===== src/verilog/mesh_bridge_pkg.sv =====
package mesh_bridge_pkg;

   // ------------------------------
   // Widths
   // ------------------------------
   localparam int COORD_W = 4;
   localparam int ADDR_W = 16;
   localparam int DATA_W = 32;

   // ------------------------------
   // Credits and depths
   // ------------------------------
   // Host requests allowed in flight without a response
   localparam int MAX_OUT_CREDITS = 8;

   // Buffer slots the mesh grants on the outgoing link
   localparam int LINK_CREDITS = 4;

   // Depth of each receive queue, also the mesh's initial credit per class
   localparam int RX_DEPTH = 4;

   localparam int CREDIT_W = $clog2(MAX_OUT_CREDITS + 1);
   localparam int LINK_CREDIT_W = $clog2(LINK_CREDITS + 1);

   // ------------------------------
   // Packet types
   // ------------------------------
   typedef enum logic {
      OP_LOAD  = 1'b0,
      OP_STORE = 1'b1
   } pkt_op_e;

   typedef enum logic {
      KIND_REQ = 1'b0,
      KIND_RSP = 1'b1
   } pkt_kind_e;

   // Full packet as it travels on a link
   typedef struct packed {
      pkt_kind_e          kind;
      pkt_op_e            op;
      logic [COORD_W-1:0] src_x;
      logic [COORD_W-1:0] src_y;
      logic [COORD_W-1:0] dst_x;
      logic [COORD_W-1:0] dst_y;
      logic [ADDR_W-1:0]  addr;
      logic [DATA_W-1:0]  data;
   } mesh_pkt_t;

   // Request queue entry, the kind is implied by the queue
   typedef struct packed {
      pkt_op_e            op;
      logic [COORD_W-1:0] src_x;
      logic [COORD_W-1:0] src_y;
      logic [COORD_W-1:0] dst_x;
      logic [COORD_W-1:0] dst_y;
      logic [ADDR_W-1:0]  addr;
      logic [DATA_W-1:0]  data;
   } mesh_req_t;

   // Response queue entry, no address and no destination
   typedef struct packed {
      pkt_op_e            op;
      logic [COORD_W-1:0] src_x;
      logic [COORD_W-1:0] src_y;
      logic [DATA_W-1:0]  data;
   } mesh_rsp_t;

endpackage


===== src/verilog/mesh_link_if.sv =====
`timescale 1ns/1ps

// One direction of a credit-flow link
interface mesh_link_if #(
   parameter type payload_t = logic
);

   // Sender side
   logic     v;
   payload_t payload;

   // Receiver side, one pulse per freed slot
   logic     credit;

   modport tx (
      output v,
      output payload,
      input  credit
   );

   modport rx (
      input  v,
      input  payload,
      output credit
   );

endinterface

===== src/verilog/credit_fifo.sv =====
`timescale 1ns/1ps

module credit_fifo #(
   parameter type payload_t = logic,
   parameter int  DEPTH = mesh_bridge_pkg::RX_DEPTH
) (
   input  logic     clk_i,
   input  logic     rst_ni,
   mesh_link_if.rx  in_rx,
   output logic     out_v_o,
   output payload_t out_payload_o,
   input  logic     pop_i
);

   localparam int PTR_W = (DEPTH > 1) ? $clog2(DEPTH) : 1;
   localparam int CNT_W = $clog2(DEPTH + 1);

   payload_t   mem [DEPTH];
   logic [PTR_W-1:0] wr_ptr_q;
   logic [PTR_W-1:0] rd_ptr_q;
   logic [CNT_W-1:0] count_q;
   logic             credit_q;
   logic             push;

   function automatic logic [PTR_W-1:0] next_ptr(input logic [PTR_W-1:0] ptr);
      if (ptr == PTR_W'(DEPTH - 1)) begin
         return '0;
      end
      return ptr + 1'b1;
   endfunction

   // The sender only pushes while it holds a credit, so no full check
   assign push = in_rx.v;

   always_ff @(posedge clk_i) begin
      if (push) begin
         mem[wr_ptr_q] <= in_rx.payload;
      end
   end

   // ------------------------------
   // Pointers and occupancy
   // ------------------------------
   always_ff @(posedge clk_i or negedge rst_ni) begin
      if (!rst_ni) begin
         wr_ptr_q <= '0;
         rd_ptr_q <= '0;
         count_q  <= '0;
      end else begin
         if (push) begin
            wr_ptr_q <= next_ptr(wr_ptr_q);
         end
         if (pop_i) begin
            rd_ptr_q <= next_ptr(rd_ptr_q);
         end
         if (push && !pop_i) begin
            count_q <= count_q + 1'b1;
         end else if (pop_i && !push) begin
            count_q <= count_q - 1'b1;
         end
      end
   end

   // Freed slot goes back to the sender one cycle after the pop
   always_ff @(posedge clk_i or negedge rst_ni) begin
      if (!rst_ni) begin
         credit_q <= 1'b0;
      end else begin
         credit_q <= pop_i;
      end
   end

   assign in_rx.credit  = credit_q;
   assign out_v_o       = (count_q != '0);
   assign out_payload_o = mem[rd_ptr_q];

endmodule


===== src/verilog/host_rx_arbiter.sv =====
`timescale 1ns/1ps

module host_rx_arbiter (
   input  logic                       clk_i,
   input  logic                       rst_ni,

   // Request queue
   input  logic                       req_v_i,
   input  mesh_bridge_pkg::mesh_req_t req_pkt_i,
   output logic                       req_pop_o,

   // Response queue
   input  logic                       rsp_v_i,
   input  mesh_bridge_pkg::mesh_rsp_t rsp_pkt_i,
   output logic                       rsp_pop_o,

   // Host receive port
   output logic                       host_rx_v_o,
   output logic                       host_rx_is_rsp_o,
   output mesh_bridge_pkg::mesh_pkt_t host_rx_pkt_o,
   input  logic                       host_rx_ready_i
);

   import mesh_bridge_pkg::*;

   logic last_rsp_q;
   logic grant_rsp;
   logic handshake;

   // Response wins when alone or when requests were served last
   assign grant_rsp = rsp_v_i && (!req_v_i || !last_rsp_q);

   assign host_rx_v_o      = req_v_i || rsp_v_i;
   assign host_rx_is_rsp_o = grant_rsp;
   assign handshake        = host_rx_v_o && host_rx_ready_i;

   assign req_pop_o = handshake && !grant_rsp;
   assign rsp_pop_o = handshake && grant_rsp;

   // Start as if a response was served, so requests win the first tie
   always_ff @(posedge clk_i or negedge rst_ni) begin
      if (!rst_ni) begin
         last_rsp_q <= 1'b1;
      end else if (handshake) begin
         last_rsp_q <= grant_rsp;
      end
   end

   // ------------------------------
   // Packet rebuild
   // ------------------------------
   // Fields a response does not carry come back as zero
   always_comb begin
      host_rx_pkt_o = '0;
      if (grant_rsp) begin
         host_rx_pkt_o.kind  = KIND_RSP;
         host_rx_pkt_o.op    = rsp_pkt_i.op;
         host_rx_pkt_o.src_x = rsp_pkt_i.src_x;
         host_rx_pkt_o.src_y = rsp_pkt_i.src_y;
         host_rx_pkt_o.data  = rsp_pkt_i.data;
      end else begin
         host_rx_pkt_o.kind  = KIND_REQ;
         host_rx_pkt_o.op    = req_pkt_i.op;
         host_rx_pkt_o.src_x = req_pkt_i.src_x;
         host_rx_pkt_o.src_y = req_pkt_i.src_y;
         host_rx_pkt_o.dst_x = req_pkt_i.dst_x;
         host_rx_pkt_o.dst_y = req_pkt_i.dst_y;
         host_rx_pkt_o.addr  = req_pkt_i.addr;
         host_rx_pkt_o.data  = req_pkt_i.data;
      end
   end

endmodule


===== src/verilog/mesh_bridge_top.sv =====
`timescale 1ns/1ps

module mesh_bridge_top (
   input  logic                                 clk_i,
   input  logic                                 rst_ni,
   input  logic [mesh_bridge_pkg::COORD_W-1:0]  my_x_i,
   input  logic [mesh_bridge_pkg::COORD_W-1:0]  my_y_i,

   // Host request port
   input  logic                                 host_req_v_i,
   input  mesh_bridge_pkg::pkt_op_e             host_req_op_i,
   input  logic [mesh_bridge_pkg::COORD_W-1:0]  host_req_dst_x_i,
   input  logic [mesh_bridge_pkg::COORD_W-1:0]  host_req_dst_y_i,
   input  logic [mesh_bridge_pkg::ADDR_W-1:0]   host_req_addr_i,
   input  logic [mesh_bridge_pkg::DATA_W-1:0]   host_req_data_i,
   output logic                                 host_req_ready_o,

   // Outgoing mesh link
   output logic                                 link_out_v_o,
   output mesh_bridge_pkg::mesh_pkt_t           link_out_pkt_o,
   input  logic                                 link_out_credit_i,

   // Incoming mesh link
   input  logic                                 link_in_v_i,
   input  mesh_bridge_pkg::mesh_pkt_t           link_in_pkt_i,
   output logic                                 link_in_req_credit_o,
   output logic                                 link_in_rsp_credit_o,

   // Host receive port
   output logic                                 host_rx_v_o,
   output logic                                 host_rx_is_rsp_o,
   output mesh_bridge_pkg::mesh_pkt_t           host_rx_pkt_o,
   input  logic                                 host_rx_ready_i,

   output logic [mesh_bridge_pkg::CREDIT_W-1:0] host_out_credits_o
);

   import mesh_bridge_pkg::*;

   mesh_link_if #(.payload_t(mesh_req_t)) req_link ();
   mesh_link_if #(.payload_t(mesh_rsp_t)) rsp_link ();

   // Queue heads toward the arbiter
   logic      req_q_v;
   mesh_req_t req_q_pkt;
   logic      req_q_pop;
   logic      rsp_q_v;
   mesh_rsp_t rsp_q_pkt;
   logic      rsp_q_pop;

   mesh_endpoint endpoint_inst (
      .clk_i                (clk_i),
      .rst_ni               (rst_ni),
      .my_x_i               (my_x_i),
      .my_y_i               (my_y_i),
      .host_req_v_i         (host_req_v_i),
      .host_req_op_i        (host_req_op_i),
      .host_req_dst_x_i     (host_req_dst_x_i),
      .host_req_dst_y_i     (host_req_dst_y_i),
      .host_req_addr_i      (host_req_addr_i),
      .host_req_data_i      (host_req_data_i),
      .host_req_ready_o     (host_req_ready_o),
      .link_out_v_o         (link_out_v_o),
      .link_out_pkt_o       (link_out_pkt_o),
      .link_out_credit_i    (link_out_credit_i),
      .link_in_v_i          (link_in_v_i),
      .link_in_pkt_i        (link_in_pkt_i),
      .req_tx               (req_link.tx),
      .rsp_tx               (rsp_link.tx),
      .link_in_req_credit_o (link_in_req_credit_o),
      .link_in_rsp_credit_o (link_in_rsp_credit_o),
      .host_out_credits_o   (host_out_credits_o)
   );

   // ------------------------------
   // Receive queues
   // ------------------------------
   credit_fifo #(
      .payload_t (mesh_req_t),
      .DEPTH     (RX_DEPTH)
   ) req_fifo_inst (
      .clk_i         (clk_i),
      .rst_ni        (rst_ni),
      .in_rx         (req_link.rx),
      .out_v_o       (req_q_v),
      .out_payload_o (req_q_pkt),
      .pop_i         (req_q_pop)
   );

   credit_fifo #(
      .payload_t (mesh_rsp_t),
      .DEPTH     (RX_DEPTH)
   ) rsp_fifo_inst (
      .clk_i         (clk_i),
      .rst_ni        (rst_ni),
      .in_rx         (rsp_link.rx),
      .out_v_o       (rsp_q_v),
      .out_payload_o (rsp_q_pkt),
      .pop_i         (rsp_q_pop)
   );

   host_rx_arbiter arbiter_inst (
      .clk_i            (clk_i),
      .rst_ni           (rst_ni),
      .req_v_i          (req_q_v),
      .req_pkt_i        (req_q_pkt),
      .req_pop_o        (req_q_pop),
      .rsp_v_i          (rsp_q_v),
      .rsp_pkt_i        (rsp_q_pkt),
      .rsp_pop_o        (rsp_q_pop),
      .host_rx_v_o      (host_rx_v_o),
      .host_rx_is_rsp_o (host_rx_is_rsp_o),
      .host_rx_pkt_o    (host_rx_pkt_o),
      .host_rx_ready_i  (host_rx_ready_i)
   );

endmodule


===== src/verilog/mesh_endpoint.sv =====
`timescale 1ns/1ps

module mesh_endpoint (
   input  logic                                 clk_i,
   input  logic                                 rst_ni,
   input  logic [mesh_bridge_pkg::COORD_W-1:0]  my_x_i,
   input  logic [mesh_bridge_pkg::COORD_W-1:0]  my_y_i,

   // Host requests toward the mesh
   input  logic                                 host_req_v_i,
   input  mesh_bridge_pkg::pkt_op_e             host_req_op_i,
   input  logic [mesh_bridge_pkg::COORD_W-1:0]  host_req_dst_x_i,
   input  logic [mesh_bridge_pkg::COORD_W-1:0]  host_req_dst_y_i,
   input  logic [mesh_bridge_pkg::ADDR_W-1:0]   host_req_addr_i,
   input  logic [mesh_bridge_pkg::DATA_W-1:0]   host_req_data_i,
   output logic                                 host_req_ready_o,

   // Outgoing link
   output logic                                 link_out_v_o,
   output mesh_bridge_pkg::mesh_pkt_t           link_out_pkt_o,
   input  logic                                 link_out_credit_i,

   // Incoming link
   input  logic                                 link_in_v_i,
   input  mesh_bridge_pkg::mesh_pkt_t           link_in_pkt_i,
   mesh_link_if.tx                              req_tx,
   mesh_link_if.tx                              rsp_tx,
   output logic                                 link_in_req_credit_o,
   output logic                                 link_in_rsp_credit_o,

   output logic [mesh_bridge_pkg::CREDIT_W-1:0] host_out_credits_o
);

   import mesh_bridge_pkg::*;

   logic                     accept;
   logic                     rsp_arrive;
   logic                     in_is_rsp;
   logic [CREDIT_W-1:0]      out_credits_q;
   logic [LINK_CREDIT_W-1:0] link_credits_q;
   logic                     link_out_v_q;
   mesh_pkt_t                out_pkt_d;
   mesh_pkt_t                link_out_pkt_q;
   mesh_req_t                in_req;
   mesh_rsp_t                in_rsp;

   // ------------------------------
   // Host to mesh
   // ------------------------------
   assign host_req_ready_o = (out_credits_q != '0) && (link_credits_q != '0);
   assign accept = host_req_v_i && host_req_ready_o;

   // Our own coordinates become the source
   always_comb begin
      out_pkt_d.kind  = KIND_REQ;
      out_pkt_d.op    = host_req_op_i;
      out_pkt_d.src_x = my_x_i;
      out_pkt_d.src_y = my_y_i;
      out_pkt_d.dst_x = host_req_dst_x_i;
      out_pkt_d.dst_y = host_req_dst_y_i;
      out_pkt_d.addr  = host_req_addr_i;
      out_pkt_d.data  = host_req_data_i;
   end

   always_ff @(posedge clk_i or negedge rst_ni) begin
      if (!rst_ni) begin
         link_out_v_q <= 1'b0;
      end else begin
         link_out_v_q <= accept;
      end
   end

   always_ff @(posedge clk_i) begin
      if (accept) begin
         link_out_pkt_q <= out_pkt_d;
      end
   end

   assign link_out_v_o   = link_out_v_q;
   assign link_out_pkt_o = link_out_pkt_q;

   // ------------------------------
   // Credit counters
   // ------------------------------
   // Spend and return in the same cycle cancel out
   always_ff @(posedge clk_i or negedge rst_ni) begin
      if (!rst_ni) begin
         out_credits_q <= CREDIT_W'(MAX_OUT_CREDITS);
      end else if (accept && !rsp_arrive) begin
         out_credits_q <= out_credits_q - 1'b1;
      end else if (rsp_arrive && !accept) begin
         out_credits_q <= out_credits_q + 1'b1;
      end
   end

   always_ff @(posedge clk_i or negedge rst_ni) begin
      if (!rst_ni) begin
         link_credits_q <= LINK_CREDIT_W'(LINK_CREDITS);
      end else if (accept && !link_out_credit_i) begin
         link_credits_q <= link_credits_q - 1'b1;
      end else if (link_out_credit_i && !accept) begin
         link_credits_q <= link_credits_q + 1'b1;
      end
   end

   assign host_out_credits_o = out_credits_q;

   // ------------------------------
   // Mesh to host steering
   // ------------------------------
   assign in_is_rsp  = (link_in_pkt_i.kind == KIND_RSP);
   assign rsp_arrive = link_in_v_i && in_is_rsp;

   always_comb begin
      in_req.op    = link_in_pkt_i.op;
      in_req.src_x = link_in_pkt_i.src_x;
      in_req.src_y = link_in_pkt_i.src_y;
      in_req.dst_x = link_in_pkt_i.dst_x;
      in_req.dst_y = link_in_pkt_i.dst_y;
      in_req.addr  = link_in_pkt_i.addr;
      in_req.data  = link_in_pkt_i.data;
   end

   // Responses are addressed to us, so only the source is kept
   always_comb begin
      in_rsp.op    = link_in_pkt_i.op;
      in_rsp.src_x = link_in_pkt_i.src_x;
      in_rsp.src_y = link_in_pkt_i.src_y;
      in_rsp.data  = link_in_pkt_i.data;
   end

   assign req_tx.v       = link_in_v_i && !in_is_rsp;
   assign req_tx.payload = in_req;
   assign rsp_tx.v       = rsp_arrive;
   assign rsp_tx.payload = in_rsp;

   // Queue credits go straight back to the mesh
   assign link_in_req_credit_o = req_tx.credit;
   assign link_in_rsp_credit_o = rsp_tx.credit;

endmodule


===== config.mk =====
export PLATFORM = sky130hd
export DESIGN_NAME = mesh_bridge_top
export DESIGN_NICKNAME = d
export VERILOG_FILES = /design/src/verilog/mesh_bridge_pkg.sv /design/src/verilog/mesh_link_if.sv /design/src/verilog/credit_fifo.sv /design/src/verilog/host_rx_arbiter.sv /design/src/verilog/mesh_bridge_top.sv /design/src/verilog/mesh_endpoint.sv
export SDC_FILE = /design/constraint.sdc
export NUM_CORES = 1
export LEC_CHECK = 0
export ABC_AREA = 1
export BUFFER_PORTS_ARGS = -buffer_cell sky130_fd_sc_hd__buf_2
export CAP_MARGIN = 20
export CORE_MARGIN = 4
export CORE_UTILIZATION = 57
export CTS_CLUSTER_DIAMETER = 80
export DETAILED_ROUTE_END_ITERATION = 8
export PLACE_DENSITY_LB_ADDON = 0.3
export SYNTH_ARGS = -nofsm -noshare
export SYNTH_HDL_FRONTEND = slang
export SYNTH_SLANG_ARGS = --single-unit

===== constraint.sdc =====
create_clock -name clk_i -period 6.3 [get_ports clk_i]
set_clock_uncertainty 0.15 [all_clocks]
set_input_delay 0.63 -clock clk_i [delete_from_list [all_inputs] [get_ports clk_i]]
set_output_delay 0.63 -clock clk_i [all_outputs]
set_load 0.02 [all_outputs]

==> qor.yml, run 1 <==
dp.final_hpwl_um: 25500
placement.io_buffers: 277
capturing_element_type_of_the_critical_path: "output pin"
timing_worst_setup_path_type: "register to output pin"
ys_dominant_reg_cell: "sky130_fd_sc_hd__edfxtp_1"
core_area_um2: 34600
chipWidth_um: 195
mean_syn_cell_area_um2: 12.9
ios: 279
timing.max_slew.rel_slack_pct: 30.6
placementRows: 68
worst_slew_pin_slew_ns: 1.04
drive_gt1_share_pct: 20.7
synth.lib_cells_used.distinct: 28
place.gp.congestion: 0.764
synth-edff-count: 489
buffer_cell_driving_the_clock_tree_root: "sky130_fd_sc_hd__clkbuf_16"
die_y_um: 195
cellLeakagePower_nw: 8.81
first_pass_grt_wire_length_um: 67500
cap_violations: 0
unrepaired_setup_endpoints_after_global_routing: "no"
drtPass1Iterations: 6
wirelength_um: 43700
ys_async_sr_fraction_pct: 4.86
critical_path_peak_fanout: 68
layout_min_cycle_time_ns: 4.04
detail-route-antenna-nets: 0
netlist_top_cells_area: "sky130_fd_sc_hd__edfxtp_1 (73%), sky130_fd_sc_hd__o21ai_0 (6.4%), sky130_fd_sc_hd__nor2_1 (6.4%)"
layout.filler_cells: 2452
h-tree-depth: 2
crit_path_launch_type: "register"
post-route-cell-area_um2: 23400
grt_pass1_vias: 12500
setup_violations: 0
initial_antenna_violation_count: 8
initial_core_util_pct: 57.8
drc_errors: 0
postSynthRegisterBits: 514
cts_repair_resize_count: 0
cts_sinks: 514
totalNegativeSetupSlack_ns: 0
postLayoutCoreUtil_pct: 67.4
seq_area_frac_synth_pct: 76.5
number_of_nets_at_the_end_of_the_flow: 1969
power_density_nw_per_um2: 482
worstSkewPairLatency_ns: 0.57
drt-initial-drc-count: 1073
most_numerous_cell_in_the_yosys_netlist: "sky130_fd_sc_hd__edfxtp_1"
timing.hold.ws_ns: 0.0842
gr-usage-all-layers_pct: 22.3
irDropWorstVdd_mv: 0.286
synth_largest_type_area_fraction_pct: 73.4
grt_overflow_total: 0
largest_net_degree_at_the_start_of_global_routing: 87
numCtsBuffers: 51
clock_pin_transition_on_the_worst_setup_and_hold_timing_paths_ns: 0.06
avgViaCountPerCell: 5.51
timing.fmax_mhz: 248
post-cts-setup-buffer-count: 0
worstPathRequired_ns: 5.52
power_after_layout_mw: 11.3
synth-warning-count: 0
post_synth_most_frequent_cells: "sky130_fd_sc_hd__edfxtp_1 (489), sky130_fd_sc_hd__nor2_1 (339), sky130_fd_sc_hd__o21ai_0 (255)"
critical_path_arrival_ns: 3.26
netlist_instances: 1546
design.die.area_um2: 38200
final-max-slew-violation-count: 0
post-route-period-util_pct: 64.1
cts.path.max_buffers: 3
layout-area-overhead-vs-synth_pct: 16.7
drt-wirelength-per-cell_um: 18.9
final_hold_viol_count: 0
min_path_type: "input port to register"
num_vias: 12700
netlist_area_um2: 20000
synth_area_leader_cell: "sky130_fd_sc_hd__edfxtp_1"
syn-num-nets: 1703
placed_area_um2: 21700
tritoncts_clock_tree: "done"
run_status: "finished clean"
[area by class of cell]
cell class	instances	area (µm²)	share of cell area [%]
well taps	455	569	2.44
clock inverters	26	241	1.03
multi-input cells	891	4120	17.6
diodes	3	7.51	0.0321
flip-flops and latches	514	15300	65.6
clock buffers	64	1350	5.77
inverters	60	228	0.975
repair buffers	294	1520	6.49
[stage by stage]
stage	setup WS [ns]	std cells
3_3_place_gp	2.81	2213
2_1_floorplan	1.06	1546
4_1_cts	2.26	2304
6_report	2.26	2307
5_1_grt	2.05	2306
3_5_place_dp	2.71	2213
[power by group]
group	switching (mW)	internal [mW]	total [mW]	leakage (nW)
clock network	1.21	1.67	2.88	0.776
registers	0.269	4.22	4.49	4.77
logic	2.76	1.12	3.88	3.27
total	4.24	7.01	11.3	8.81
[registers in the layout, summed over array words and instances (netlist names), 3 cells and up]
| register | flops |
|---|---|
| req_fifo_inst.count_q | 3 |
| rsp_fifo_inst.mem | 164 |
| endpoint_inst.link_credits_q | 3 |
| rsp_fifo_inst.count_q | 3 |
| req_fifo_inst.mem | 260 |
| endpoint_inst.host_out_credits_o | 4 |
| endpoint_inst.link_out_pkt_o | 65 |
[cells by family after synthesis]
logic type,after synthesis,share of synthesized area [%]
AND/OR/NAND/NOR,528,10.0
multiplexers,2,0.113
buffers and inverters,141,3.25
AO/OA/AOI/OAI,331,8.29
other,1,0.0187
flip-flops,514,76.5
adder cells (fa/ha/maj),20,1.40
XOR/XNOR,9,0.394
[critical path, cell delays in order, from the launching register on]
cell and delay (ns):
sky130_fd_sc_hd__dfrtp_4 0.69, sky130_fd_sc_hd__inv_4 0.53, sky130_fd_sc_hd__buf_4 0.68, sky130_fd_sc_hd__o21ai_1 0.17, sky130_fd_sc_hd__o21ai_0 0.11, sky130_fd_sc_hd__nand2_1 0.08, sky130_fd_sc_hd__nand2_1 0.14, sky130_fd_sc_hd__buf_2 0.18
[path summary, 6_finish.rpt]
kind / startpoint / cells past startpoint / to / slack [ns]
max in group asynchronous: rst_ni / 2 / req_fifo_inst.rd_ptr_q[0] / 5.12
min: host_req_data_i[29] / 1 / endpoint_inst.link_out_pkt_o[29] / 0.08
max reg2reg: req_fifo_inst.count_q[0] / 10 / rsp_fifo_inst.count_q[1] / 2.71
max: req_fifo_inst.rd_ptr_q[0] / 7 / host_rx_pkt_o[5] / 2.26
min reg2reg: arbiter_inst.last_rsp_q / 2 / arbiter_inst.last_rsp_q / 0.33
min in group asynchronous: rst_ni / 2 / endpoint_inst.host_out_credits_o[2] / 0.45
[cells in the final DEF (no fill, tap or decap), types with 2 or more instances in the layout]
cell type	count
sky130_fd_sc_hd__buf_4	16
sky130_fd_sc_hd__diode_2	3
sky130_fd_sc_hd__inv_1	57
sky130_fd_sc_hd__nand2_1	177
sky130_fd_sc_hd__mux2_2	2
sky130_fd_sc_hd__dfstp_2	3
sky130_fd_sc_hd__nand3_1	8
sky130_fd_sc_hd__a21oi_1	2
sky130_fd_sc_hd__clkinv_1	12
sky130_fd_sc_hd__nor2_4	9
sky130_fd_sc_hd__ha_1	16
sky130_fd_sc_hd__clkinv_8	2
sky130_fd_sc_hd__clkbuf_1	12
sky130_fd_sc_hd__dfrtp_4	2
sky130_fd_sc_hd__dfrtp_1	18
sky130_fd_sc_hd__o21ai_1	73
sky130_fd_sc_hd__xor2_1	4
sky130_fd_sc_hd__dfrtp_2	2
sky130_fd_sc_hd__o21ai_0	255
sky130_fd_sc_hd__bufinv_16	4
sky130_fd_sc_hd__clkbuf_16	52
sky130_fd_sc_hd__edfxtp_1	489
sky130_fd_sc_hd__buf_2	277
sky130_fd_sc_hd__nor2_1	330
sky130_fd_sc_hd__clkinv_2	7
sky130_fd_sc_hd__xnor2_1	5
sky130_fd_sc_hd__inv_2	2
sky130_fd_sc_hd__fa_1	4
[layer usage]
layer | track usage (%) | part of all wire (%) | up-vias | wire length, µm
li1 | - | - | 5940 | -
met4 | 6.36 | 2.1 | 12 | 900
met3 | 4.66 | 8.2 | 84 | 3600
met5 | 0 | 0.16 | - | 69
met2 | 37.4 | 50 | 529 | 21700
met1 | 30.0 | 40 | 6155 | 17400
[repair_timing]
action                     4_1_cts  5_1_grt
hold endpoints to repair        22        0
hold buffers                     1        0
setup endpoints to repair        0        0
Note: power is estimated with default switching activity, not from simulation.
==> run 2, diff against run 1 <==
- ABC_AREA: 1 -> 0
- clock period: 6.3 -> 3.75 ns (I/O delays scaled with it)
==> run 2 against run 1 <==
Non-clock buffer count rose by 139. Flip-flop and latch count did not move. Worst hold slack improved by 0.049 ns. Core utilization rose by 5.3 points. Design area rose by 4.4%. First-iteration DRC count fell by 37%. Setup slack got worse by 1.8 ns. Routed wire length fell by 2.9%. Highest routed layer unchanged. Synthesized cell count fell by 46%. Largest power group unchanged.
==> qor.yml, run 2 <==
run_status: "finished clean"
largest_net_degree_at_the_start_of_global_routing: 68
critPathMaxStageDelay_ns: 0.78
num_vias: 9920
synth.lib_cells_used.distinct: 38
detail-route-antenna-nets: 0
reg2regPathDepth: 10
most_numerous_cell_in_the_yosys_netlist: "sky130_fd_sc_hd__edfxtp_1"
drc_errors: 0
dp.final_hpwl_um: 23600
post-route-cell-area_um2: 24400
min-delay-start: "link_in_pkt_i[65]"
synth-edff-count: 489
place.gp.congestion: 0.757
cts_sinks: 514
critical_path_peak_fanout: 25
post_synth_most_frequent_cells: "sky130_fd_sc_hd__edfxtp_1 (489), sky130_fd_sc_hd__mux4_2 (106), sky130_fd_sc_hd__mux2_2 (48)"
timing_worst_setup_path_type: "register to output pin"
avgViaCountPerCell: 5.60
cellLeakagePower_nw: 8.68
whs_endpoint: "rsp_fifo_inst.wr_ptr_q[0]"
netlist_instances: 830
power_density_nw_per_um2: 760
mean_syn_cell_area_um2: 23.4
final_hold_viol_count: 0
placed_area_um2: 21400
design.die.area_um2: 37000
gr-usage-all-layers_pct: 23.1
totalNegativeSetupSlack_ns: 0
final_cell_count_no_fill: 1772
seq_area_frac_synth_pct: 79.0
cpMaxStageDelayCell: "sky130_fd_sc_hd__dfrtp_4"
placement.io_buffers: 277
reg2reg_slack_ns: 0.53
layout.cells.most_common_list: "sky130_fd_sc_hd__edfxtp_1 (489), sky130_fd_sc_hd__buf_2 (277), sky130_fd_sc_hd__dlygate4sd3_1 (134)"
ios: 279
setup_violations: 0
min_path_cells: 4
worstSkewPairLatency_ns: 0.58
unrepaired_setup_endpoints_after_global_routing: "no"
crit_path_launch_type: "register"
core_area_um2: 33500
wirelength_um: 42400
cp_cell_sequence: "buf_4, mux4_2, mux2_2, buf_2"
h-tree-depth: 2
worst_slew_pin_slew_ns: 0.971
irDropWorstVdd_mv: 0.537
die_y_um: 192
initial_core_util_pct: 57.8
synth_area_leader_cell: "sky130_fd_sc_hd__edfxtp_1"
layout.filler_cells: 1972
netlist_top_cells_area: "sky130_fd_sc_hd__edfxtp_1 (76%), sky130_fd_sc_hd__mux4_2 (12%), sky130_fd_sc_hd__dfrtp_1 (2.8%)"
worst-path-buf-inv: 2
synth_largest_type_area_fraction_pct: 75.8
netlist_area_um2: 19400
chipWidth_um: 192
layout_min_cycle_time_ns: 3.32
cts_repair_resize_count: 0
worstReg2RegEnd: "endpoint_inst.link_credits_q[2]"
number_of_nets_at_the_end_of_the_flow: 1437
timing.rr.start: "endpoint_inst.host_out_credits_o[3]"
capturing_element_type_of_the_critical_path: "output pin"
initial_antenna_violation_count: 3
placementRows: 67
cap_violations: 0
drtPass1Iterations: 5
ys_async_sr_fraction_pct: 4.86
top_register_by_number_of_flip_flops: "req_fifo_inst.mem"
drive_gt1_share_pct: 41.6
first_pass_grt_wire_length_um: 63900
final_common_cell: "sky130_fd_sc_hd__edfxtp_1"
dpl.cell_count: 1541
synth-warning-count: 0
cts.path.max_buffers: 3
min_path_type: "input port to register"
final-max-slew-violation-count: 0
buffer_cell_driving_the_clock_tree_root: "sky130_fd_sc_hd__clkbuf_16"
timing.fmax_mhz: 301
drt-initial-drc-count: 680
grt_overflow_total: 0
worstPathRequired_ns: 3.22
post-route-period-util_pct: 88.5
tritoncts_clock_tree: "done"
numCtsBuffers: 51
ys_dominant_reg_cell: "sky130_fd_sc_hd__edfxtp_1"
clock_pin_transition_on_the_worst_setup_and_hold_timing_paths_ns: 0.06
critical_path_arrival_ns: 2.79
timing.max_slew.rel_slack_pct: 35.3
postSynthRegisterBits: 514
drt-wirelength-per-cell_um: 23.9
layout-area-overhead-vs-synth_pct: 25.8
timing.critical_path.max_delay_family: "multiplexers"
grt_pass1_vias: 10800
largest_register_ffs: 260
syn-num-nets: 987
-- run 2: kinds of logic (layout without fill, tap and decap cells) --
logic type               after synthesis  count (layout)  synth area share (%)
flip-flops                           514             514                  79.0
multiplexers                         156             156                  15.2
AND/OR/NAND/NOR                       61              61                  1.88
buffers and inverters                 53             544                  1.49
adder cells (fa/ha/maj)               20              20                  1.45
AO/OA/AOI/OAI                         14              14                 0.458
XOR/XNOR                              11              11                 0.497
other                                  1               4                0.0193
-- run 2: worst max path at each step --
stage / cells after the start / startpoint / endpoint / slack, ns
floorplan: 8 / endpoint_inst.host_out_credits_o[3] / endpoint_inst.host_out_credits_o[3] / 0.28
global placement: 10 / endpoint_inst.host_out_credits_o[3] / endpoint_inst.link_credits_q[2] / 0.85
detailed placement: 10 / endpoint_inst.host_out_credits_o[3] / endpoint_inst.link_credits_q[2] / 0.75
CTS: 4 / req_fifo_inst.rd_ptr_q[0] / host_rx_pkt_o[30] / 0.33
global route: 4 / req_fifo_inst.rd_ptr_q[0] / host_rx_pkt_o[30] / 0.28
finish: 4 / req_fifo_inst.rd_ptr_q[0] / host_rx_pkt_o[30] / 0.43
-- run 2: power breakdown --
group | total (mW) | switching [mW] | leakage, nW | internal, mW
Sequential | 7.65 | 0.572 | 4.77 | 7.08
Combinational | 5.87 | 3.24 | 3.10 | 2.63
Clock | 5.01 | 2.05 | 0.818 | 2.96
Total | 18.5 | 5.87 | 8.68 | 12.7
-- run 2: layer usage --
layer	global-route usage (%)	share of wire [%]	vias to the layer above
li1	-	-	4328
met1	30.5	39	5188
met2	39.6	52	333
met3	5.35	5.8	69
met4	6.14	2.2	2
met5	0	0.031	-
-- run 2: what timing repair did --
action,CTS,global route
setup buffers,0,0
hold buffers,134,0
endpoints found under the hold margin,516,0
-- run 2: worst reg2reg max path: stages (launching register included) --
cell and delay [ns]:
sky130_fd_sc_hd__dfstp_2 0.58, sky130_fd_sc_hd__nor4_1 0.07, sky130_fd_sc_hd__nor2_1 0.16, sky130_fd_sc_hd__and2_4 0.17, sky130_fd_sc_hd__buf_4 0.63, sky130_fd_sc_hd__ha_1 0.37, sky130_fd_sc_hd__inv_1 0.07, sky130_fd_sc_hd__fa_1 0.40
sky130_fd_sc_hd__xor2_1 0.16, sky130_fd_sc_hd__nor2_1 0.14, sky130_fd_sc_hd__xor2_1 0.24
-- run 2: through the flow --
stage / hold slack [ns] / worst slack [ns] / utilization, % / power, mW
after floorplan: -0.0706 / 0.276 / - / 11.7
final: 0.133 / 0.431 / 72.7 / 18.5
after global placement: 0.258 / 0.847 / 63.7 / 13.4
after CTS: 0.0824 / 0.330 / 72.7 / 18.7
after global routing: 0.157 / 0.280 / 72.7 / 19.4
after detailed placement: 0.253 / 0.755 / 63.7 / 13.5
-- run 2: area by class of cell --
| class | count | area, µm² | share of cell area, % |
|---|---|---|---|
| multi-input combinational | 263 | 3810 | 15.6 |
| timing repair buffer | 433 | 2960 | 12.1 |
| clock buffer | 71 | 1440 | 5.92 |
| sequential | 514 | 15300 | 62.9 |
| tap | 448 | 561 | 2.30 |
| antenna | 3 | 7.51 | 0.0308 |
| inverter | 17 | 63.8 | 0.262 |
| clock inverter | 23 | 218 | 0.893 |
==> run 3, diff against run 2 <==
- PLACE_DENSITY_LB_ADDON: 0.3 -> 0.05
==> run 3 against run 2 <==
Total power down 1.1%. Combinational power up 1%. Highest routed layer unchanged. Sequential power down 1%.
==> qor.yml, run 3 (synthesized netlist as in run 2, its figures left out) <==
post-route-period-util_pct: 83.9
avgViaCountPerCell: 5.52
cp_cell_sequence: "o31a_1, nor2_4, buf_4, mux2_2, buf_2"
worstSkewPairLatency_ns: 0.56
buffer_cell_driving_the_clock_tree_root: "sky130_fd_sc_hd__clkbuf_16"
number_of_nets_at_the_end_of_the_flow: 1435
min_path_cells: 4
timing.hold.ws_ns: 0.163
setup_violations: 0
postLayoutCoreUtil_pct: 72.6
layout_min_cycle_time_ns: 3.15
drive_gt1_share_pct: 41.1
capturing_element_type_of_the_critical_path: "output pin"
place.gp.congestion: 0.757
whs_endpoint: "req_fifo_inst.wr_ptr_q[0]"
drt-wirelength-per-cell_um: 23.3
die_y_um: 192
layout-area-overhead-vs-synth_pct: 25.6
worst-path-buf-inv: 2
min-delay-start: "link_in_pkt_i[65]"
tritoncts_clock_tree: "done"
chipWidth_um: 192
largest_net_degree_at_the_start_of_global_routing: 67
timing.rr.start: "endpoint_inst.host_out_credits_o[0]"
largest_register_ffs: 260
post-cts-setup-buffer-count: 0
gr-usage-all-layers_pct: 22.8
placed_area_um2: 21400
layout.cells.most_common_list: "sky130_fd_sc_hd__edfxtp_1 (489), sky130_fd_sc_hd__buf_2 (277), sky130_fd_sc_hd__dlygate4sd3_1 (134)"
cts_sinks: 514
drtPass1Iterations: 4
cts.path.max_buffers: 3
worstSetupStartpoint: "req_fifo_inst.count_q[0]"
num_vias: 9722
cap_violations: 0
irDropWorstVdd_mv: 0.745
initial_antenna_violation_count: 3
worstReg2RegEnd: "endpoint_inst.host_out_credits_o[3]"
placementRows: 67
unrepaired_setup_endpoints_after_global_routing: "no"
detail-route-antenna-nets: 0
reg2regPathDepth: 8
crit_path_launch_type: "register"
dp.final_hpwl_um: 23600
cellLeakagePower_nw: 8.65
drc_errors: 0
final_common_cell: "sky130_fd_sc_hd__edfxtp_1"
top_register_by_number_of_flip_flops: "req_fifo_inst.mem"
clock_pin_transition_on_the_worst_setup_and_hold_timing_paths_ns: 0.06
critical_path_peak_fanout: 45
totalNegativeSetupSlack_ns: 0
run_status: "finished clean"
critPathMaxStageDelay_ns: 0.53
ios: 279
post-route-cell-area_um2: 24300
drt-initial-drc-count: 608
timing_worst_setup_path_type: "register to output pin"
final-max-slew-violation-count: 0
reg2reg_slack_ns: 0.82
critical_path_arrival_ns: 2.62
final_hold_viol_count: 0
placement.io_buffers: 277
grt_overflow_total: 0
cts_repair_resize_count: 0
grt_pass1_vias: 10700
timing.fmax_mhz: 318
min_path_type: "input port to register"
power_after_layout_mw: 18.3
first_pass_grt_wire_length_um: 63100
initial_core_util_pct: 57.8
h-tree-depth: 2
wirelength_um: 41000
worstPathRequired_ns: 3.22
design.die.area_um2: 37000
numCtsBuffers: 50
power_density_nw_per_um2: 753
timing.max_slew.rel_slack_pct: 44.8
post_cts_hold_fix_bufs: 134
cpMaxStageDelayCell: "sky130_fd_sc_hd__buf_4"
core_area_um2: 33500
timing.critical_path.max_delay_family: "buffers and inverters"
worst_slew_pin_slew_ns: 0.828
-- run 3: cell count changes in the layout (fill, tap and decap cells not counted) --
cell                       before  now
sky130_fd_sc_hd__buf_4         17   12
sky130_fd_sc_hd__buf_12         5    9
sky130_fd_sc_hd__clkinv_2      10    6
sky130_fd_sc_hd__clkbuf_8       5    2
sky130_fd_sc_hd__clkinv_1       6    9
sky130_fd_sc_hd__clkbuf_1      13   11
sky130_fd_sc_hd__clkinv_4       2    0
sky130_fd_sc_hd__diode_2        3    2
-- run 3: per-layer routing --
metal | up-vias | wire length, µm | track usage, %
li1 | 4315 | - | -
met1 | 5071 | 17100 | 31.5
met2 | 289 | 20900 | 38.1
met3 | 45 | 2560 | 5.48
met4 | 2 | 486 | 4.50
met5 | - | 7 | 0
-- run 3: layout make-up --
cell class	instances	area [µm²]
repair buffers	432	3000
flip-flops and latches	514	15300
clock inverters	20	191
well taps	448	561
inverters	17	63.8
fillers	2023	9190
multi-input cells	263	3810
diodes	2	5.00
clock buffers	66	1400
-- run 3: tightest hold or removal path: cells and delay by family --
kind                   cells  cell delay (ns)
AND/OR/NAND/NOR            2             0.23
AO/OA/AOI/OAI              1             0.07
buffers and inverters      1             0.14
-- run 3: metrics by stage --
step / setup slack (ns) / instances
finish: 0.603 / 1762
detailed placement: 0.855 / 1540
floorplan: 0.276 / 830
global route: 0.471 / 1762
global placement: 0.918 / 1540
CTS: 0.536 / 1760
-- run 3: worst max-delay path by stage --
stage          cells after the start  slack [ns]                                   to
3_3_place_gp                       8        0.92  endpoint_inst.host_out_credits_o[3]
2_1_floorplan                      8        0.28  endpoint_inst.host_out_credits_o[3]
4_1_cts                            4        0.54                     host_rx_pkt_o[7]
6_report                           5        0.60                    host_rx_pkt_o[21]
3_5_place_dp                       8        0.86  endpoint_inst.host_out_credits_o[3]
5_1_grt                            4        0.47                     host_rx_pkt_o[8]
-- run 3: where the power goes --
part | switching, mW | internal, mW
clock | 1.98 | 2.87
sequential | 0.480 | 7.08
combinational | 3.28 | 2.65
